<file path="src/uart_apb_macros.svh">
`ifndef UART_APB_MACROS_SVH
`define UART_APB_MACROS_SVH

// serial frame
`define UART_DATA_W 8
`define UART_OVERSAMPLE 16

// fifo depth is 2**aw
`define UART_FIFO_AW 3

// 100 MHz clock, 9600 baud x 16
`define UART_TICK_DIV_DEFAULT 651

// apb bus widths
`define APB_ADDR_W 4
`define APB_DATA_W 32

// register offsets
`define UART_REG_STATUS 4'h0
`define UART_REG_TXDATA 4'h4
`define UART_REG_RXDATA 4'h8

`endif

</file>
<file path="src/uart_apb_pkg.sv">
`include "uart_apb_macros.svh"

package uart_apb_pkg;

    // one frame payload
    typedef logic [`UART_DATA_W-1:0] uart_byte_t;

    // master side of the bus
    typedef struct packed {
        logic [`APB_ADDR_W-1:0] addr;
        logic                   write;
        logic                   sel;
        logic                   enable;
        logic [`APB_DATA_W-1:0] wdata;
    } apb_req_t;

    // slave side of the bus
    typedef struct packed {
        logic [`APB_DATA_W-1:0] rdata;
        logic                   ready;
    } apb_rsp_t;

    // fifo flags as seen in the status word
    typedef struct packed {
        logic rx_full;
        logic tx_empty;
        logic tx_full;
        logic rx_empty;
    } uart_status_t;

    typedef enum logic [1:0] {
        idle,
        read,
        write
    } apb_state_e;

endpackage

</file>
<file path="src/apb_uart.sv">
`timescale 1ns/10ps
`include "uart_apb_macros.svh"

module apb_uart
    import uart_apb_pkg::*;
#(
    parameter int tick_div = `UART_TICK_DIV_DEFAULT
) (
    input  logic     clk,
    input  logic     rst,
    input  apb_req_t apb_req,
    output apb_rsp_t apb_rsp,
    input  logic     rx,
    output logic     tx
);

    uart_status_t status;
    uart_byte_t   tx_wdata;
    uart_byte_t   tx_head;
    uart_byte_t   rx_rdata;
    uart_byte_t   rx_byte;
    logic         tx_push;
    logic         rx_pop;
    logic         tick;
    logic         take;
    logic         rx_done;
    logic         tx_full;
    logic         tx_empty;
    logic         rx_full;
    logic         rx_empty;

    // status word from the fifo flags
    assign status = '{
        rx_full:  rx_full,
        tx_empty: tx_empty,
        tx_full:  tx_full,
        rx_empty: rx_empty
    };

    apb_uart_regs u_regs (
        .clk      (clk),
        .rst      (rst),
        .apb_req  (apb_req),
        .apb_rsp  (apb_rsp),
        .status   (status),
        .rx_rdata (rx_rdata),
        .tx_wdata (tx_wdata),
        .tx_push  (tx_push),
        .rx_pop   (rx_pop)
    );

    baud_tick_gen #(
        .tick_div (tick_div)
    ) u_tick (
        .clk  (clk),
        .rst  (rst),
        .tick (tick)
    );

    byte_fifo #(
        .addr_w (`UART_FIFO_AW)
    ) u_tx_fifo (
        .clk   (clk),
        .rst   (rst),
        .push  (tx_push),
        .pop   (take),
        .wdata (tx_wdata),
        .rdata (tx_head),
        .full  (tx_full),
        .empty (tx_empty)
    );

    byte_fifo #(
        .addr_w (`UART_FIFO_AW)
    ) u_rx_fifo (
        .clk   (clk),
        .rst   (rst),
        .push  (rx_done),
        .pop   (rx_pop),
        .wdata (rx_byte),
        .rdata (rx_rdata),
        .full  (rx_full),
        .empty (rx_empty)
    );

    uart_tx u_tx (
        .clk      (clk),
        .rst      (rst),
        .tick     (tick),
        .tx_valid (!tx_empty),
        .tx_data  (tx_head),
        .take     (take),
        .tx       (tx)
    );

    uart_rx u_rx (
        .clk     (clk),
        .rst     (rst),
        .tick    (tick),
        .rx      (rx),
        .rx_data (rx_byte),
        .rx_done (rx_done)
    );

endmodule

</file>
<file path="src/apb_uart_regs.sv">
`timescale 1ns/10ps
`include "uart_apb_macros.svh"

module apb_uart_regs
    import uart_apb_pkg::*;
(
    input  logic         clk,
    input  logic         rst,
    input  apb_req_t     apb_req,
    output apb_rsp_t     apb_rsp,
    input  uart_status_t status,
    input  uart_byte_t   rx_rdata,
    output uart_byte_t   tx_wdata,
    output logic         tx_push,
    output logic         rx_pop
);

    localparam int data_w = `APB_DATA_W;

    apb_state_e state_q, state_d;

    logic [data_w-1:0] rdata_q, rdata_d;
    uart_byte_t        wdata_q, wdata_d;
    logic              ready_q, ready_d;
    logic              push_q, push_d;
    logic              pop_q, pop_d;

    assign apb_rsp.rdata = rdata_q;
    assign apb_rsp.ready = ready_q;
    assign tx_wdata      = wdata_q;
    assign tx_push       = push_q;
    assign rx_pop        = pop_q;

    always_ff @(posedge clk or posedge rst) begin
        if (rst) begin
            state_q <= idle;
            ready_q <= 1'b0;
            push_q  <= 1'b0;
            pop_q   <= 1'b0;
        end else begin
            state_q <= state_d;
            ready_q <= ready_d;
            push_q  <= push_d;
            pop_q   <= pop_d;
        end
    end

    // response data and tx byte
    always_ff @(posedge clk) begin
        rdata_q <= rdata_d;
        wdata_q <= wdata_d;
    end

    always_comb begin
        state_d = state_q;
        ready_d = 1'b0;
        push_d  = 1'b0;
        pop_d   = 1'b0;
        rdata_d = rdata_q;
        wdata_d = wdata_q;
        case (state_q)
            idle: begin
                if (apb_req.sel && apb_req.enable) begin
                    ready_d = 1'b1;
                    if (apb_req.write) begin
                        state_d = write;
                        // only txdata takes writes
                        if (apb_req.addr == `UART_REG_TXDATA) begin
                            push_d  = 1'b1;
                            wdata_d = apb_req.wdata[`UART_DATA_W-1:0];
                        end
                    end else begin
                        state_d = read;
                        case (apb_req.addr)
                            `UART_REG_STATUS: rdata_d = data_w'(status);
                            `UART_REG_RXDATA: begin
                                rdata_d = data_w'(rx_rdata);
                                pop_d   = 1'b1;
                            end
                            default: rdata_d = '0;
                        endcase
                    end
                end
            end
            read, write: begin
                state_d = idle;
            end
            default: begin
                state_d = idle;
            end
        endcase
    end

    // a single access drives at most one fifo strobe
    a_one_strobe: assert property (@(posedge clk) disable iff (rst)
        !(tx_push && rx_pop));

endmodule

</file>
<file path="src/baud_tick_gen.sv">
`timescale 1ns/10ps
`include "uart_apb_macros.svh"

module baud_tick_gen #(
    parameter int tick_div = `UART_TICK_DIV_DEFAULT
) (
    input  logic clk,
    input  logic rst,
    output logic tick
);

    localparam int cnt_w = $clog2(tick_div);
    localparam logic [cnt_w-1:0] reload = cnt_w'(tick_div - 1);

    logic [cnt_w-1:0] cnt_q;
    logic             tick_q;

    assign tick = tick_q;

    // down-counter, tick on terminal count
    always_ff @(posedge clk or posedge rst) begin
        if (rst) begin
            cnt_q  <= reload;
            tick_q <= 1'b0;
        end else if (cnt_q == '0) begin
            cnt_q  <= reload;
            tick_q <= 1'b1;
        end else begin
            cnt_q  <= cnt_q - 1'b1;
            tick_q <= 1'b0;
        end
    end

    a_tick_single: assert property (@(posedge clk) disable iff (rst)
        tick |=> !tick);

endmodule

</file>
<file path="src/byte_fifo.sv">
`timescale 1ns/10ps
`include "uart_apb_macros.svh"

module byte_fifo
    import uart_apb_pkg::*;
#(
    parameter int addr_w = `UART_FIFO_AW
) (
    input  logic       clk,
    input  logic       rst,
    input  logic       push,
    input  logic       pop,
    input  uart_byte_t wdata,
    output uart_byte_t rdata,
    output logic       full,
    output logic       empty
);

    uart_byte_t mem [2**addr_w];

    logic [addr_w-1:0] wr_q, wr_d;
    logic [addr_w-1:0] rd_q, rd_d;
    logic              full_q, full_d;
    logic              empty_q, empty_d;
    logic              wr_en;

    assign rdata = mem[rd_q];
    assign full  = full_q;
    assign empty = empty_q;
    assign wr_en = push && !full_q;

    always_ff @(posedge clk) begin
        if (wr_en) begin
            mem[wr_q] <= wdata;
        end
    end

    always_ff @(posedge clk or posedge rst) begin
        if (rst) begin
            wr_q    <= '0;
            rd_q    <= '0;
            full_q  <= 1'b0;
            empty_q <= 1'b1;
        end else begin
            wr_q    <= wr_d;
            rd_q    <= rd_d;
            full_q  <= full_d;
            empty_q <= empty_d;
        end
    end

    always_comb begin
        wr_d    = wr_q;
        rd_d    = rd_q;
        full_d  = full_q;
        empty_d = empty_q;
        case ({push, pop})
            2'b01: begin
                if (!empty_q) begin
                    rd_d    = rd_q + 1'b1;
                    full_d  = 1'b0;
                    empty_d = (rd_d == wr_q);
                end
            end
            2'b10: begin
                if (!full_q) begin
                    wr_d    = wr_q + 1'b1;
                    empty_d = 1'b0;
                    full_d  = (wr_d == rd_q);
                end
            end
            2'b11: begin
                // full drops the push, empty drops the pop
                if (full_q) begin
                    rd_d   = rd_q + 1'b1;
                    full_d = 1'b0;
                end else if (empty_q) begin
                    wr_d    = wr_q + 1'b1;
                    empty_d = 1'b0;
                end else begin
                    rd_d = rd_q + 1'b1;
                    wr_d = wr_q + 1'b1;
                end
            end
            default: begin
            end
        endcase
    end

    a_flags_excl: assert property (@(posedge clk) disable iff (rst)
        !(full && empty));

endmodule

</file>
<file path="src/uart_rx.sv">
`timescale 1ns/10ps
`include "uart_apb_macros.svh"

module uart_rx
    import uart_apb_pkg::*;
(
    input  logic       clk,
    input  logic       rst,
    input  logic       tick,
    input  logic       rx,
    output uart_byte_t rx_data,
    output logic       rx_done
);

    typedef enum logic [1:0] {
        st_idle,
        st_start,
        st_data,
        st_stop
    } rx_state_e;

    rx_state_e  state_q, state_d;
    logic [3:0] tick_q, tick_d;
    logic [2:0] bit_q, bit_d;
    uart_byte_t buf_q, buf_d;
    logic       done_d;
    logic       rx_meta;
    logic       rx_sync;

    assign rx_data = buf_q;

    // two-flop synchronizer, line idles high
    always_ff @(posedge clk or posedge rst) begin
        if (rst) begin
            rx_meta <= 1'b1;
            rx_sync <= 1'b1;
        end else begin
            rx_meta <= rx;
            rx_sync <= rx_meta;
        end
    end

    always_ff @(posedge clk or posedge rst) begin
        if (rst) begin
            state_q <= st_idle;
            tick_q  <= '0;
            bit_q   <= '0;
            rx_done <= 1'b0;
        end else begin
            state_q <= state_d;
            tick_q  <= tick_d;
            bit_q   <= bit_d;
            rx_done <= done_d;
        end
    end

    always_ff @(posedge clk) begin
        buf_q <= buf_d;
    end

    always_comb begin
        state_d = state_q;
        tick_d  = tick_q;
        bit_d   = bit_q;
        buf_d   = buf_q;
        done_d  = 1'b0;
        case (state_q)
            st_idle: begin
                if (!rx_sync) begin
                    tick_d  = '0;
                    state_d = st_start;
                end
            end
            st_start: begin
                // half a bit to the middle of start
                if (tick) begin
                    tick_d = tick_q + 1'b1;
                    if (tick_q == 4'(`UART_OVERSAMPLE / 2 - 1)) begin
                        tick_d  = '0;
                        bit_d   = '0;
                        state_d = rx_sync ? st_idle : st_data;
                    end
                end
            end
            st_data: begin
                if (tick) begin
                    tick_d = tick_q + 1'b1;
                    if (tick_q == 4'(`UART_OVERSAMPLE - 1)) begin
                        buf_d = {rx_sync, buf_q[`UART_DATA_W-1:1]};
                        bit_d = bit_q + 1'b1;
                        if (bit_q == 3'd7) begin
                            state_d = st_stop;
                        end
                    end
                end
            end
            default: begin
                if (tick) begin
                    tick_d = tick_q + 1'b1;
                    if (tick_q == 4'(`UART_OVERSAMPLE - 1)) begin
                        done_d  = 1'b1;
                        state_d = st_idle;
                    end
                end
            end
        endcase
    end

    a_done_pulse: assert property (@(posedge clk) disable iff (rst)
        rx_done |=> !rx_done);

endmodule

</file>
<file path="src/uart_tx.sv">
`timescale 1ns/10ps
`include "uart_apb_macros.svh"

module uart_tx
    import uart_apb_pkg::*;
(
    input  logic       clk,
    input  logic       rst,
    input  logic       tick,
    input  logic       tx_valid,
    input  uart_byte_t tx_data,
    output logic       take,
    output logic       tx
);

    typedef enum logic [1:0] {
        st_idle,
        st_start,
        st_data,
        st_stop
    } tx_state_e;

    tx_state_e  state_q, state_d;
    logic [3:0] tick_q, tick_d;
    logic [2:0] bit_q, bit_d;
    uart_byte_t buf_q, buf_d;
    logic       tx_q, tx_d;

    // pop the fifo head as it is loaded
    assign take = (state_q == st_idle) && tx_valid;
    assign tx   = tx_q;

    always_ff @(posedge clk or posedge rst) begin
        if (rst) begin
            state_q <= st_idle;
            tick_q  <= '0;
            bit_q   <= '0;
            tx_q    <= 1'b1;
        end else begin
            state_q <= state_d;
            tick_q  <= tick_d;
            bit_q   <= bit_d;
            tx_q    <= tx_d;
        end
    end

    always_ff @(posedge clk) begin
        buf_q <= buf_d;
    end

    always_comb begin
        state_d = state_q;
        tick_d  = tick_q;
        bit_d   = bit_q;
        buf_d   = buf_q;
        case (state_q)
            st_idle: begin
                if (tx_valid) begin
                    tick_d  = '0;
                    bit_d   = '0;
                    buf_d   = tx_data;
                    state_d = st_start;
                end
            end
            st_start: begin
                if (tick) begin
                    tick_d = tick_q + 1'b1;
                    if (tick_q == 4'(`UART_OVERSAMPLE - 1)) begin
                        state_d = st_data;
                    end
                end
            end
            st_data: begin
                if (tick) begin
                    tick_d = tick_q + 1'b1;
                    if (tick_q == 4'(`UART_OVERSAMPLE - 1)) begin
                        // lsb first
                        buf_d = buf_q >> 1;
                        bit_d = bit_q + 1'b1;
                        if (bit_q == 3'd7) begin
                            state_d = st_stop;
                        end
                    end
                end
            end
            default: begin
                if (tick) begin
                    tick_d = tick_q + 1'b1;
                    if (tick_q == 4'(`UART_OVERSAMPLE - 1)) begin
                        state_d = st_idle;
                    end
                end
            end
        endcase
    end

    // line level follows the next state
    always_comb begin
        case (state_d)
            st_start: tx_d = 1'b0;
            st_data:  tx_d = buf_d[0];
            default:  tx_d = 1'b1;
        endcase
    end

endmodule
</file>
<file path="config.mk">
export PLATFORM = sky130hd
export DESIGN_NAME = apb_uart
export DESIGN_NICKNAME = d
export VERILOG_FILES = /design/src/uart_apb_pkg.sv /design/src/apb_uart.sv /design/src/apb_uart_regs.sv /design/src/baud_tick_gen.sv /design/src/byte_fifo.sv /design/src/uart_rx.sv /design/src/uart_tx.sv
export VERILOG_INCLUDE_DIRS = /design/src
export SDC_FILE = /design/constraint.sdc
export NUM_CORES = 1
export LEC_CHECK = 0
export BUFFER_PORTS_ARGS = -buffer_cell sky130_fd_sc_hd__buf_2
export CAP_MARGIN = 20
export CORE_MARGIN = 2
export CORE_UTILIZATION = 50
export CTS_BUF_LIST = sky130_fd_sc_hd__clkbuf_2
export CTS_CLUSTER_DIAMETER = 100
export CTS_CLUSTER_SIZE = 12
export DETAILED_ROUTE_END_ITERATION = 6
export GPL_TIMING_DRIVEN = 0
export PLACE_DENSITY_LB_ADDON = 0.3
export SYNTH_ARGS = -nofsm -noshare
export SYNTH_HDL_FRONTEND = slang
export SYNTH_SLANG_ARGS = --single-unit
</file>
<file path="constraint.sdc">
create_clock -name clk -period 1.95 [get_ports clk]
set_input_delay 0.195 -clock clk [delete_from_list [all_inputs] [get_ports clk]]
set_output_delay 0.195 -clock clk [all_outputs]
set_load 0.01 [all_outputs]
</file>
**Word level (Yosys, flattened, before mapping)**

Memory sizes are Yosys's and may differ from the RTL's.
Cells that the tools add are included.

- Memories kept: 2
- Bits in registers: 110
- Bits of input ports: 42
- RAM bits: 128
- Word-level logic and storage cells: 202
- Output and inout bits: 34

- Reductions and logical operators: 40
- Eq/ne operators: 37
- $add $sub $neg: 9
- Multiplexer cells: 82
- Bitwise gates (word level): 3

Memory list:

| name | depth | width | rd ports | clocked after memory_dff | wr ports | RTL line | source |
|---|---|---|---|---|---|---|---|
| u_rx_fifo.mem | 8 | 8 | 1 | 0 | 1 | byte_fifo.sv:19 | `uart_byte_t mem [2**addr_w];` |
| u_tx_fifo.mem | 8 | 8 | 1 | 0 | 1 | byte_fifo.sv:19 |  |

Operator list:

| kind | number |
|---|---|
| $mux 2 | 20 |
| $mux 3 | 11 |
| $pmux 8 s2 | 2 |
| $mux 4 | 7 |
| $mux 1 | 26 |
| $mux 8 | 3 |
| $pmux 3 s2 | 4 |
| $add 3x1->3 const B | 6 |
| $ne 2x2->1 const B | 9 |
| $reduce_bool 2->1 | 8 |
| $eq 2x2->1 const B | 7 |
| $reduce_and 2->1 | 7 |
| $eq 3x3->1 | 4 |
| $eq 4x4->1 const B | 3 |
| $pmux 2 s3 | 2 |
| $eq 2x1->1 const B | 5 |
| $logic_not 10->1 | 1 |
| $mux 10 | 1 |
| $ne 2x1->1 const B | 5 |
| $sub 10x1->10 const B | 1 |
| $reduce_and 3->1 | 3 |
| $reduce_bool 3->1 | 3 |
| $add 4x1->4 const B | 2 |
| $eq 4x3->1 const B | 2 |
| other kinds (14) | 29 |

**Depth between registers and ports, before layout**

Gate-level depths: netlist (run 1).

- Depth after elaboration: 7
- Depth in mapped cells: 6
- Mapped depth without buffers: 6

**Hierarchy**

From an unflattened synthesis (run 1), not the netlist that was laid out.

- Cells, all modules: 545
- Area, all modules: 9,187.6 sq um

By module, submodules not included:

| module | sequential area each (sq um) | cells an instance | instances | area each (sq um) |
|---|---|---|---|---|
| byte_fifo | 2,123.3 | 141 | 2 | 2,955.3 |
| apb_uart_regs | 605.6 | 72 | 1 | 982.2 |
| uart_tx | 481.7 | 74 | 1 | 895.9 |
| uart_rx | 543.0 | 67 | 1 | 864.6 |
| baud_tick_gen | 280.3 | 49 | 1 | 530.5 |
| apb_uart | 0.0 | 1 | 1 | 3.8 |

**Worst setup path after synthesis (run 1)**

Ideal clock, no wire load.

- Path kind: reg2reg
- Start point: register u_rx.rx_done
- End point: memory u_rx_fifo.mem[0][0] (netlist name) (enable)
- Clock period less this slack: 1,848 ps
- Library setup time: 383 ps
- Data arrival time: 1,465 ps
- Cell stages (with the launch flop): 4
- Path buffers: 0
- Path slack: 102 ps
- Data required time: 1,567 ps
- Cell sequence: dfrtp_1 nor2b_1 nand2b_1 nor3_1

- Cells in the longest elaborated chain, start to end: 3

Ends and longest elaborated chain:

| item | RTL line | source |
|---|---|---|
| from (decl) | uart_rx.sv:12 | `output logic rx_done` |
| from (signal assigned) | uart_rx.sv:53 | `rx_done <= done_d;` |
| $logic_and 1x1->1 | byte_fifo.sv:30 | `assign wr_en = push && !full_q;` |
| $mux 1 | byte_fifo.sv:33 | `if (wr_en) begin` |
| $mux 1 (not written as such) | byte_fifo.sv:34 | `mem[wr_q] <= wdata;` |
| to (decl) | byte_fifo.sv:19 |  |

No other way between the ends.

**Worst setup path in the final report (run 1)**

- Start point: register u_tx_fifo.full_q (netlist: u_tx_fifo.full)
- End point: memory u_tx_fifo.mem[6][7] (netlist name) (enable)

- Cells in the longest elaborated chain, start to end: 4

Ends and longest elaborated chain:

| item | RTL line | source |
|---|---|---|
| from (decl) | byte_fifo.sv:23 | `logic full_q, full_d;` |
| from (signal assigned) | byte_fifo.sv:47 | `full_q <= full_d;` |
| $logic_not 1->1 | byte_fifo.sv:30 |  |
| $logic_and 1x1->1 | byte_fifo.sv:30 |  |
| $mux 1 | byte_fifo.sv:33 |  |
| $mux 1 (not written as such) | byte_fifo.sv:34 |  |
| to (decl) | byte_fifo.sv:19 |  |

No other way between the ends.

==> Flow_metrics.wiki, run 1 <==
{| class="wikitable"
! Metric !! Value
|-
| Mapped Cells || 558
|-
| CTS sink count || 214
|-
| Chip Height || 137.0 µm
|-
| Num ports || 76
|-
| Port Buffer Count || 27
|-
| FP Rows || 48
|-
| Leakage || 3.709 nW
|-
| Clock skew after layout || 0.03113 ns
|-
| Overall via count from detail_route || 4829
|-
| Storage element area || 0.006157 mm²
|-
| Area of the core || 0.01730 mm²
|-
| Wire length after detailed routing || 16.36 mm
|-
| Biggest area contributors in the synthesized netlist || sky130_fd_sc_hd__edfxtp_1 54%, sky130_fd_sc_hd__dfrtp_1 13%, sky130_fd_sc_hd__mux4_2 7.9%, sky130_fd_sc_hd__dfstp_2 2.7%, sky130_fd_sc_hd__buf_4 2.4%
|-
| Most frequently used flop master after synthesis || sky130_fd_sc_hd__edfxtp_1
|-
| Leading cell type by number of instances after synthesis || sky130_fd_sc_hd__edfxtp_1
|-
| Sequential share of the synthesized area || 69.66%
|-
| Tcrit/Tclk final || 103.5%
|-
| Reg clk slew, reported paths || 0.22 ns
|-
| Remaining routing DRC violations || 0
|-
| Antenna violations before repair || 1
|-
| Actual slew at the worst max-slew pin || 0.9101 ns
|-
| Final max-slew violation count || 0
|-
| Layout cell share with drive strength beyond 1 || 26.89%
|-
| Number of enable flip-flop cells after synthesis || 159
|-
| Largest area contributor in the synthesized netlist || sky130_fd_sc_hd__edfxtp_1
|-
| Total Routing Usage GR || 18.22%
|-
| Layout area overhead || 12.49%
|-
| Slew margin rel. || 39.10%
|-
| Number of levels in the clock H-tree || 1
|-
| Worst Path Arrival || 2.42 ns
|-
| Crit-path max cell delay || 0.72 ns
|-
| CP max stage cell || sky130_fd_sc_hd__nor2_1
|-
| Portion of synthesized cell area occupied by the leading cell type || 54.02%
|-
| CTS root buffer || sky130_fd_sc_hd__clkbuf_2
|-
| Average size of a mapped cell || 15.84 µm²
|-
| Critical path startpoint category || flip-flop
|-
| Reg-to-Reg End || u_tx_fifo.mem[6][7]$_DFFE_PP_
|-
| Required time worst endpoint || 2.35 ns
|-
| Final number of setup-violating endpoints || 28
|-
| Post-layout min period || 2.018 ns
|-
| Number of buffers inserted during clock tree synthesis || 21
|-
| Tightest Hold Check Type || input pin to flip-flop
|-
| Setup repair after global routing missed its margin || true
|-
| Final estimated routing congestion in global placement || 0.7788
|-
| Critical path capture point || u_tx_fifo.mem[6][7]$_DFFE_PP_
|-
| Start of the worst register-to-register path || u_tx_fifo.full$_DFFE_PP0P_
|-
| Status || complete, but fails checks
|-
| Overall power || 7.241 mW
|-
| GR Overflow Total || 0
|-
| DP HPWL || 10.87 mm
|-
| Clock buffer depth || 3
|-
| Wire length of the first global-routing pass || 25.90 mm
|-
| Nets@finish || 712
|-
| Clock latency at the later pin of the worst-skew pair || 0.75 ns
|-
| Power density cells || 728.3 mW/mm²
|-
| # fillers || 1355
|-
| Crit path cell chain || nor2b_1 > nand2_1 > nor2_1
|-
| Worst setup slack for register-to-register paths || -0.07 ns
|-
| Worst R2R Path Depth || 3
|-
| Maximum fanout encountered on the critical timing path || 8
|-
| Routed Antenna Nets || 0
|-
| Die boundary width || 137.0 µm
|-
| Crit end category || flip-flop
|-
| Number of hold-slack violations in the final timing report || 0
|-
| Yosys reg bits || 214
|-
| DR vias/cell || 5.372
|-
| Cell count after placement || 836
|-
| CTS tree || yes
|-
| Highest achievable clock rate || 495.4 MHz
|-
| Max-cap check violation count || 0
|-
| Hold Path Stages || 2
|-
| Die Area || 0.01876 mm²
|-
| Multi-input gate area || 0.002557 mm²
|-
| Number of global-route vias before repair || 4904
|-
| Initial DRT Pass Iterations || 4
|-
| Wire length per cell after detailed routing || 18.20 µm
|-
| Total standard cell area after synthesis || 0.008838 mm²
|-
| Iteration-0 DRC Markers || 338
|-
| Post-route non-filler standard cell count || 899
|-
| Synth warnings || 0
|-
| Share of synthesized registers carrying an async set or reset || 25.23%
|-
| Violated checks || setup timing
|-
| Post-layout worst setup margin || -0.06848 ns
|-
| Worst setup startpoint || u_tx_fifo.full$_DFFE_PP0P_
|-
| Initial core utilization || 51.10%
|-
| Worst IR drop on VDD || 0.5790 mV
|-
| Critical path start-end classification || flip-flop to flip-flop
|-
| Number of library cell types mapped by synthesis || 58
|-
| Commonest cells in the netlist || 159 x sky130_fd_sc_hd__edfxtp_1, 45 x sky130_fd_sc_hd__dfrtp_1, 42 x sky130_fd_sc_hd__nand2_1
|-
| Maximum number of pins on one net before global-route repair || 37
|}
[per-layer routing]
| layer | track usage (%) | part of all wire, % | vias up |
|---|---|---|---|
| li1 | - | - | 2276 |
| met4 | 4.868 | 2.3 | 0 |
| met1 | 23.62 | 41 | 2418 |
| met3 | 2.741 | 3.7 | 29 |
| met5 | 0 | 0 | - |
| met2 | 32.20 | 52 | 106 |
[how the worst min path moves through the flow]
stage	startpoint	end	slack, ns
floorplan	rx	u_rx.rx_meta$_DFF_PP1_	0.20
finish	rx	u_rx.rx_meta$_DFF_PP1_	0.09
detailed placement	rst	u_regs.ready_q$_DFF_PP0_	0.22
global placement	rx	u_rx.rx_meta$_DFF_PP1_	0.31
CTS	rx	u_rx.rx_meta$_DFF_PP1_	0.02
global route	rx	u_rx.rx_meta$_DFF_PP1_	0.02
[per-stage QoR]
step	hold slack, ns	area (µm²)	setup slack, ns	setup TNS [ns]	util [%]
detailed placement	0.2190	9395	-0.3572	-20.69	54.32
finish	0.08968	9942	-0.06848	-1.159	57.48
global placement	0.3070	9341	-0.7343	-39.52	54.01
global route	0.02368	9942	-0.1837	-4.698	57.48
floorplan	0.1995	8925	0.1017	0	-
CTS	0.01844	9891	-0.1098	-2.610	57.18
[worst max-delay path, delay by kind of cell, from the launching register on]
family | cells | cell delay, ns
and+or+nand+nor | 3 | 1.18
DFF | 1 | 0.48
[cell type report]
| class | instances | area share (%) |
|---|---|---|
| clock inverters | 1 | 0.03775 |
| plain buffers | 47 | 3.222 |
| inverters | 9 | 0.3398 |
| flip-flops and latches | 214 | 61.93 |
| clock buffers | 36 | 1.812 |
| diodes | 1 | 0.02517 |
| multi-input cells | 311 | 25.72 |
| well taps | 225 | 2.832 |
| repair buffers | 55 | 4.078 |
[power breakdown]
| group | internal (mW) | switching (mW) | total (mW) | leakage (nW) |
|---|---|---|---|---|
| combinational | 0.255 | 0.228 | 0.483 | 1.45 |
| sequential | 4.88 | 0.0262 | 4.91 | 2.11 |
| clock | 0.468 | 1.38 | 1.85 | 0.151 |
| total | 5.60 | 1.64 | 7.24 | 3.71 |
[registers in the layout, summed over array words and instances (netlist names), 4 cells and up]
signal	cells
u_tx_fifo.mem	64
u_rx_fifo.mem	64
u_regs.rdata_q	8
u_rx.rx_data	8
u_regs.tx_wdata	8
u_tick.cnt_q	10
u_tx.tick_q	4
u_tx.buf_q	8
u_rx.tick_q	4
[cells by family after synthesis]
logic type | after synthesis | share of synthesized area, %
AOI/OAI and AO/OA | 60 | 4.544
xor gates and xnor gates | 25 | 2.477
adders and majority gates | 11 | 1.557
buffers and inverters | 56 | 3.751
DFF | 214 | 69.66
muxes | 43 | 9.315
other | 1 | 0.04243
and+or+nand+nor | 148 | 8.650
[layout by cell type, fill, tap and decap left out, types with 3 or more instances in the layout]
cell	netlist	layout
sky130_fd_sc_hd__edfxtp_1	159	159
sky130_fd_sc_hd__dfrtp_1	45	45
sky130_fd_sc_hd__nand2_1	42	41
sky130_fd_sc_hd__clkbuf_2	0	36
sky130_fd_sc_hd__buf_2	7	35
sky130_fd_sc_hd__mux4_2	31	31
sky130_fd_sc_hd__buf_4	28	31
sky130_fd_sc_hd__nor2_1	38	27
sky130_fd_sc_hd__conb_1	1	24
sky130_fd_sc_hd__dlygate4sd3_1	0	20
sky130_fd_sc_hd__xnor2_1	17	17
sky130_fd_sc_hd__o21ai_0	15	15
sky130_fd_sc_hd__ha_1	11	11
sky130_fd_sc_hd__a21oi_1	10	10
sky130_fd_sc_hd__clkbuf_1	10	9
sky130_fd_sc_hd__dfstp_2	9	9
sky130_fd_sc_hd__inv_1	9	8
sky130_fd_sc_hd__xor2_1	8	8
sky130_fd_sc_hd__mux2i_1	8	8
sky130_fd_sc_hd__nand2b_1	9	8
sky130_fd_sc_hd__a22oi_1	7	7
sky130_fd_sc_hd__nor2_4	0	7
sky130_fd_sc_hd__and2_1	6	6
sky130_fd_sc_hd__and3_1	7	6
sky130_fd_sc_hd__nand3_1	5	5
sky130_fd_sc_hd__nor2_2	1	5
sky130_fd_sc_hd__mux2_2	4	4
sky130_fd_sc_hd__nor2b_1	5	4
sky130_fd_sc_hd__o31ai_1	4	4
sky130_fd_sc_hd__nor3_1	9	4
sky130_fd_sc_hd__nor4_1	5	4
sky130_fd_sc_hd__a221o_1	4	4
sky130_fd_sc_hd__a31oi_1	4	4
sky130_fd_sc_hd__nand4_1	3	3
sky130_fd_sc_hd__a21o_1	3	3
sky130_fd_sc_hd__nand3b_1	3	3
sky130_fd_sc_hd__nor3_2	0	3
sky130_fd_sc_hd__nor3_4	1	3
sky130_fd_sc_hd__a22o_1	3	3
[repair_timing]
action                                  4_1_cts  5_1_grt
hold buffers                                 20        0
setup buffers                                 4        1
gates resized for setup                      23       13
endpoints found under the setup margin      143       78
hold endpoints to repair                     80        0
pin swaps                                     2        2
No activity file was read; power rests on OpenSTA's default activity.
==> inputs of run 2 (changes only) <==
--- a/config.mk
+++ b/config.mk
@@ -8,7 +8,6 @@
 export LEC_CHECK = 0
 export BUFFER_PORTS_ARGS = -buffer_cell sky130_fd_sc_hd__buf_2
 export CAP_MARGIN = 20
-export CORE_MARGIN = 2
 export CORE_UTILIZATION = 50
 export CTS_BUF_LIST = sky130_fd_sc_hd__clkbuf_2
 export CTS_CLUSTER_DIAMETER = 100
==> run 2 against run 1 <==
Against the previous run:
- the run still ends with setup timing left
- largest cell class unchanged
- power hardly changed
- clock-buffer cell count stayed put
- non-clock buffer count is 2 lower
- flip-flop and latch count stayed put
==> Flow_metrics.wiki, run 2 (synthesis results as in run 1) <==
{| class="wikitable"
! Metric !! Value
|-
| Status || complete, but fails checks
|-
| Violated checks || setup timing
|-
| Highest achievable clock rate || 480.5 MHz
|-
| Iteration-0 DRC Markers || 333
|-
| Final standard cell utilization of the core || 57.54%
|-
| Clock buffer depth || 3
|-
| CTS sink count || 214
|-
| CTS root buffer || sky130_fd_sc_hd__clkbuf_2
|-
| Clock share of power || 25.6%
|-
| # fillers || 1376
|-
| Crit-path max cell delay || 0.73 ns
|-
| Chip Height || 135.0 µm
|-
| Number of hold-slack violations in the final timing report || 0
|-
| Wire length per cell after detailed routing || 18.46 µm
|-
| DR vias/cell || 5.390
|-
| Port Buffer Count || 27
|-
| Crit end category || flip-flop
|-
| Final max-slew violation count || 0
|-
| Combinational Power Share || 6.7%
|-
| Routed Antenna Nets || 0
|-
| Cell-internal power || 5.606 mW
|-
| DP HPWL || 10.78 mm
|-
| Actual slew at the worst max-slew pin || 0.9685 ns
|-
| Crit path cell chain || nor2b_1 > nand2_1 > nor2_1
|-
| Num ports || 76
|-
| Power density cells || 728.2 mW/mm²
|-
| Reg clk slew, reported paths || 0.23 ns
|-
| Sequential group share of total power || 67.7%
|-
| Final number of setup-violating endpoints || 24
|-
| Number of buffers inserted during clock tree synthesis || 21
|-
| Final estimated routing congestion in global placement || 0.7494
|-
| Maximum fanout encountered on the critical timing path || 8
|-
| CTS tree || yes
|-
| Number of global-route vias before repair || 4825
|-
| Tcrit/Tclk final || 106.7%
|-
| Wire length after detailed routing || 16.56 mm
|-
| Overall via count from detail_route || 4835
|-
| Clock skew after layout || 0.06631 ns
|-
| Highest-count cells in the layout ignoring fill and taps || 159 x sky130_fd_sc_hd__edfxtp_1, 45 x sky130_fd_sc_hd__dfrtp_1, 42 x sky130_fd_sc_hd__nand2_1
|-
| Leading registers by flop count || u_rx_fifo.mem: 64 flops, u_tx_fifo.mem: 64 flops, u_tick.cnt_q: 10 flops
|-
| Area of the core || 0.01730 mm²
|-
| Initial core utilization || 51.10%
|-
| Post-route non-filler standard cell count || 897
|-
| Number of buffer and inverter instances along the worst setup path || 0
|-
| Tightest Hold Check Type || input pin to flip-flop
|-
| Nets@finish || 710
|-
| Crit path max-delay family || simple AND/OR/NAND/NOR gates
|-
| Number of levels in the clock H-tree || 1
|-
| Remaining routing DRC violations || 0
|-
| FP Rows || 48
|-
| Worst Path Arrival || 2.46 ns
|-
| Max-cap check violation count || 0
|-
| Critical path start-end classification || flip-flop to flip-flop
|-
| Die boundary width || 135.0 µm
|-
| Layout cell share with drive strength beyond 1 || 26.68%
|-
| Required time worst endpoint || 2.33 ns
|-
| Leakage || 3.700 nW
|-
| Maximum number of pins on one net before global-route repair || 33
|-
| Summed negative setup slack over all endpoints || -2.072 ns
|-
| Switching component of the power || 1.642 mW
|-
| Antenna violations before repair || 1
|-
| Cell count after placement || 836
|-
| Initial DRT Pass Iterations || 4
|-
| Setup repair after global routing missed its margin || true
|-
| Post-layout worst setup margin || -0.1313 ns
|-
| Total Routing Usage GR || 18.80%
|-
| Switching share of total power || 22.65%
|-
| Post-layout min period || 2.081 ns
|-
| CP max stage cell || sky130_fd_sc_hd__nor2_1
|-
| Critical path startpoint category || flip-flop
|-
| Multi-input gate area || 0.002566 mm²
|-
| Clock latency at the later pin of the worst-skew pair || 0.78 ns
|-
| Storage element area || 0.006157 mm²
|-
| Worst IR drop on VDD || 0.6165 mV
|-
| Layout area overhead || 12.61%
|-
| GR Overflow Total || 0
|-
| Slew margin rel. || 35.20%
|-
| Most common cell after layout, fill and taps aside || sky130_fd_sc_hd__edfxtp_1
|-
| Die Area || 0.01821 mm²
|-
| Wire length of the first global-routing pass || 25.86 mm
|}
-- run 2: cell type report --
type	instances	share of cell area [%]
well taps	225	2.828
clock inverters	1	0.03771
repair buffers	53	4.199
diodes	1	0.02514
clock buffers	36	1.810
inverters	9	0.3394
multi-input cells	311	25.78
plain buffers	47	3.118
flip-flops and latches	214	61.86
-- run 2: power groups by stage --
stage          clock, mW  combinational [mW]  sequential (mW)
3_3_place_gp           0               0.437             5.00
4_1_cts             1.92               0.485             4.91
2_1_floorplan          0               0.351             4.99
5_1_grt             2.08               0.531             4.91
6_report            1.85               0.485             4.91
3_5_place_dp           0               0.453             5.00
-- run 2: tightest hold or removal path, stage by stage --
cell                     delay, ns
sky130_fd_sc_hd__buf_2        0.10
sky130_fd_sc_hd__nor3_1       0.05
sky130_fd_sc_hd__and3_2       0.30
-- run 2: layer usage --
metal,GRT usage [%],vias to the layer above,wire (µm)
met1,24.46,2455,6999
met2,32.85,86,8736
met5,0,-,0
met4,5.306,0,293
met3,2.928,25,526
li1,-,2269,-
-- run 2: what timing repair did --
action	CTS	global route
resized for setup	17	17
setup endpoints to repair	135	130
pin swaps	0	3
endpoints found under the hold margin	77	0
hold buffers	21	0
setup buffers	0	2
-- run 2: stage by stage --
| step | hold WS, ns | worst slack [ns] | total power [mW] | area, µm² |
|---|---|---|---|---|
| final | 0.07029 | -0.1313 | 7.248 | 9953 |
| after CTS | 0.02851 | -0.07924 | 7.316 | 9843 |
| after floorplan | 0.1995 | 0.1017 | 5.345 | 8925 |
| after detailed placement | 0.2581 | -0.3135 | 5.454 | 9395 |
| after global placement | 0.3059 | -0.6014 | 5.435 | 9341 |
| after global routing | 0.04400 | -0.2342 | 7.521 | 9953 |
-- run 2: worst paths after layout --
check,from,endpoint,slack [ns],cells past startpoint
worst max-delay path,u_tx_fifo.full$_DFFE_PP0P_,u_tx_fifo.mem[6][6]$_DFFE_PP_,-0.13,3
worst max register to register,u_tx_fifo.full$_DFFE_PP0P_,u_tx_fifo.mem[6][6]$_DFFE_PP_,-0.13,3
worst min-delay path,apb_req[38],u_regs.tx_wdata[5]$_DFFE_PP_,0.07,3
max in group asynchronous,rst,u_rx.rx_sync$_DFF_PP1_,0.76,5
min in group asynchronous,rst,u_tick.cnt_q[6]$_DFF_PP0_,0.50,4
worst min register to register,u_rx.rx_meta$_DFF_PP1_,u_rx.rx_sync$_DFF_PP1_,0.37,0
==> inputs of run 3 (changes only) <==
--- a/config.mk
+++ b/config.mk
@@ -9,7 +9,7 @@
 export BUFFER_PORTS_ARGS = -buffer_cell sky130_fd_sc_hd__buf_2
 export CAP_MARGIN = 20
 export CORE_UTILIZATION = 50
-export CTS_BUF_LIST = sky130_fd_sc_hd__clkbuf_2
+export CTS_BUF_LIST = sky130_fd_sc_hd__clkbuf_8
 export CTS_CLUSTER_DIAMETER = 100
 export CTS_CLUSTER_SIZE = 12
 export DETAILED_ROUTE_END_ITERATION = 6
==> run 3 against run 2 <==
Against the previous run:
- flip-flop and latch count unchanged
- clock power up 35%
- non-clock buffer count is 4 lower
- core utilization is 0.55 points higher
- first-iteration DRC count is 8.4% higher
- combinational power fell by 2%
- die area unchanged
- largest power group unchanged
- the run still ends with setup timing left
- clock-buffer cell count fell by 14
- sequential power about the same
==> Flow_metrics.wiki, run 3 (synthesis results as in run 1) <==
{| class="wikitable"
! Metric !! Value
|-
| Worst IR drop on VDD || 0.7093 mV
|-
| Remaining routing DRC violations || 0
|-
| Final max-slew violation count || 0
|-
| Number of global-route vias before repair || 4851
|-
| Iteration-0 DRC Markers || 361
|-
| Routed Antenna Nets || 0
|-
| Crit-path max cell delay || 0.75 ns
|-
| Actual slew at the worst max-slew pin || 0.9446 ns
|-
| Cell count after placement || 836
|-
| Wire length of the first global-routing pass || 25.96 mm
|-
| Clock skew after layout || 0.02053 ns
|-
| CTS sink count || 214
|-
| Post-layout worst setup margin || -0.08673 ns
|-
| Violated checks || setup timing
|-
| Worst R2R Path Depth || 3
|-
| Leakage || 3.766 nW
|-
| Port Buffer Count || 27
|-
| Die boundary width || 135.0 µm
|-
| CP max stage cell || sky130_fd_sc_hd__nor2_1
|-
| Total Routing Usage GR || 18.95%
|-
| GR Overflow Total || 0
|-
| Wire length per cell after detailed routing || 18.45 µm
|-
| Maximum number of pins on one net before global-route repair || 33
|-
| Post-layout min period || 2.037 ns
|-
| Number of buffers inserted during clock tree synthesis || 21
|-
| Layout cell share with drive strength beyond 1 || 24.74%
|-
| Maximum fanout encountered on the critical timing path || 8
|-
| Max-cap check violation count || 0
|-
| Hold Path Stages || 3
|-
| Post-route non-filler standard cell count || 892
|-
| Initial core utilization || 51.10%
|-
| Setup repair after global routing missed its margin || true
|-
| CTS tree || yes
|-
| Slew margin rel. || 36.80%
|-
| Wire length after detailed routing || 16.45 mm
|-
| Antenna cells || 0
|-
| Num ports || 76
|-
| Tcrit/Tclk final || 104.4%
|-
| Final number of setup-violating endpoints || 24
|-
| Crit end category || flip-flop
|-
| Initial DRT Pass Iterations || 4
|-
| Highest achievable clock rate || 491.0 MHz
|-
| Crit path cell chain || nor2b_1 > nand2_1 > nor2_1
|-
| Required time worst endpoint || 2.10 ns
|-
| Nets@finish || 706
|-
| Hold slack final || 0.02708 ns
|-
| DP HPWL || 10.78 mm
|-
| Storage element area || 0.006157 mm²
|-
| Power density cells || 783.9 mW/mm²
|-
| # fillers || 1351
|-
| Leading registers by flop count || u_rx_fifo.mem: 64 flops, u_tx_fifo.mem: 64 flops, u_tick.cnt_q: 10 flops
|-
| Status || complete, but fails checks
|-
| CTS root buffer || sky130_fd_sc_hd__clkbuf_8
|-
| FP Rows || 48
|-
| Chip Height || 135.0 µm
|-
| Multi-input gate area || 0.002559 mm²
|-
| Most common cell after layout, fill and taps aside || sky130_fd_sc_hd__edfxtp_1
|-
| Critical path start-end classification || flip-flop to flip-flop
|-
| Critical path startpoint category || flip-flop
|-
| Worst Path Arrival || 2.18 ns
|-
| Antenna violations before repair || 0
|-
| Area of the core || 0.01730 mm²
|-
| Tightest Hold Check Type || input pin to flip-flop
|-
| Post-layout instance area || 0.01005 mm²
|-
| Number of levels in the clock H-tree || 1
|-
| Final estimated routing congestion in global placement || 0.7494
|-
| Total cell area at the placement stage || 0.009395 mm²
|-
| Clock buffer depth || 3
|-
| Die Area || 0.01821 mm²
|-
| DR vias/cell || 5.361
|-
| Highest-count cells in the layout ignoring fill and taps || 159 x sky130_fd_sc_hd__edfxtp_1, 45 x sky130_fd_sc_hd__dfrtp_1, 42 x sky130_fd_sc_hd__nand2_1
|-
| Layout area overhead || 13.69%
|-
| Reg clk slew, reported paths || 0.08 ns
|-
| Overall via count from detail_route || 4782
|-
| Clock latency at the later pin of the worst-skew pair || 0.52 ns
|-
| Number of hold-slack violations in the final timing report || 0
|}
-- run 3: cell types whose count changed in the layout (fill, tap and decap cells not counted), sizes merged --
cell,before,now
diode,1,0
clkbuf,45,31
buf,70,72
dlygate4sd3,21,15
clkinv,1,0
inv,9,24
-- run 3: final timing paths --
path / startpoint / end / slack, ns
worst max-delay path: u_regs.tx_push$_DFF_PP0_ / u_tx_fifo.mem[5][6]$_DFFE_PP_ / -0.09
worst min-delay path: apb_req[38] / u_regs.tx_push$_DFF_PP0_ / 0.03
worst max register to register: u_regs.tx_push$_DFF_PP0_ / u_tx_fifo.mem[5][6]$_DFFE_PP_ / -0.09
worst min register to register: u_rx.rx_meta$_DFF_PP1_ / u_rx.rx_sync$_DFF_PP1_ / 0.36
max in group asynchronous: rst / u_rx.rx_meta$_DFF_PP1_ / 1.08
min in group asynchronous: rst / u_tick.cnt_q[6]$_DFF_PP0_ / 0.24
-- run 3: layout make-up --
cell class	instances	share of cell area, %
Buffer	47	3.088
Clock buffer	22	3.013
Clock inverter	15	0.5603
Inverter	9	0.3362
Multi-Input combinational cell	311	25.46
Sequential cell	214	61.28
Tap cell	225	2.802
Timing Repair Buffer	49	3.462
-- run 3: critical path: cells and delay by family (launching register included) --
family | cells | cell delay [ns]
simple gates | 3 | 1.24
flops | 1 | 0.42
-- run 3: routing by layer --
metal  GRT usage (%)  share of wire [%]  up-vias
met3           2.890                3.4       30
met5               0                  0        -
met2           32.90                 52      102
li1                -                  -     2250
met1           24.61                 42     2400
met4           5.993                2.6        0
-- run 3: timing repair --
item                                    in CTS  in global routing
resized for setup                           20                 12
endpoints found under the hold margin       30                  0
endpoints found under the setup margin     131                 80
setup buffers                                4                  0
pin swaps                                    2                  0
hold buffers                                15                  0
-- run 3: where the power goes --
group	leakage [nW]	switching, mW	internal, mW	total [mW]
logic	1.42	0.225	0.250	0.475
clock network	0.238	1.46	1.04	2.50
registers	2.11	0.0265	4.88	4.90
total	3.77	1.71	6.17	7.88
-- run 3: through the flow --
step | power [mW] | setup TNS (ns) | setup slack, ns | utilization, %
floorplan | 5.345 | 0 | 0.1017 | -
global placement | 5.435 | -36.10 | -0.6014 | 54.01
detailed placement | 5.454 | -20.26 | -0.3135 | 54.32
CTS | 7.931 | -1.352 | -0.06127 | 57.85
global route | 8.162 | -4.470 | -0.2149 | 58.09
finish | 7.877 | -1.458 | -0.08673 | 58.09
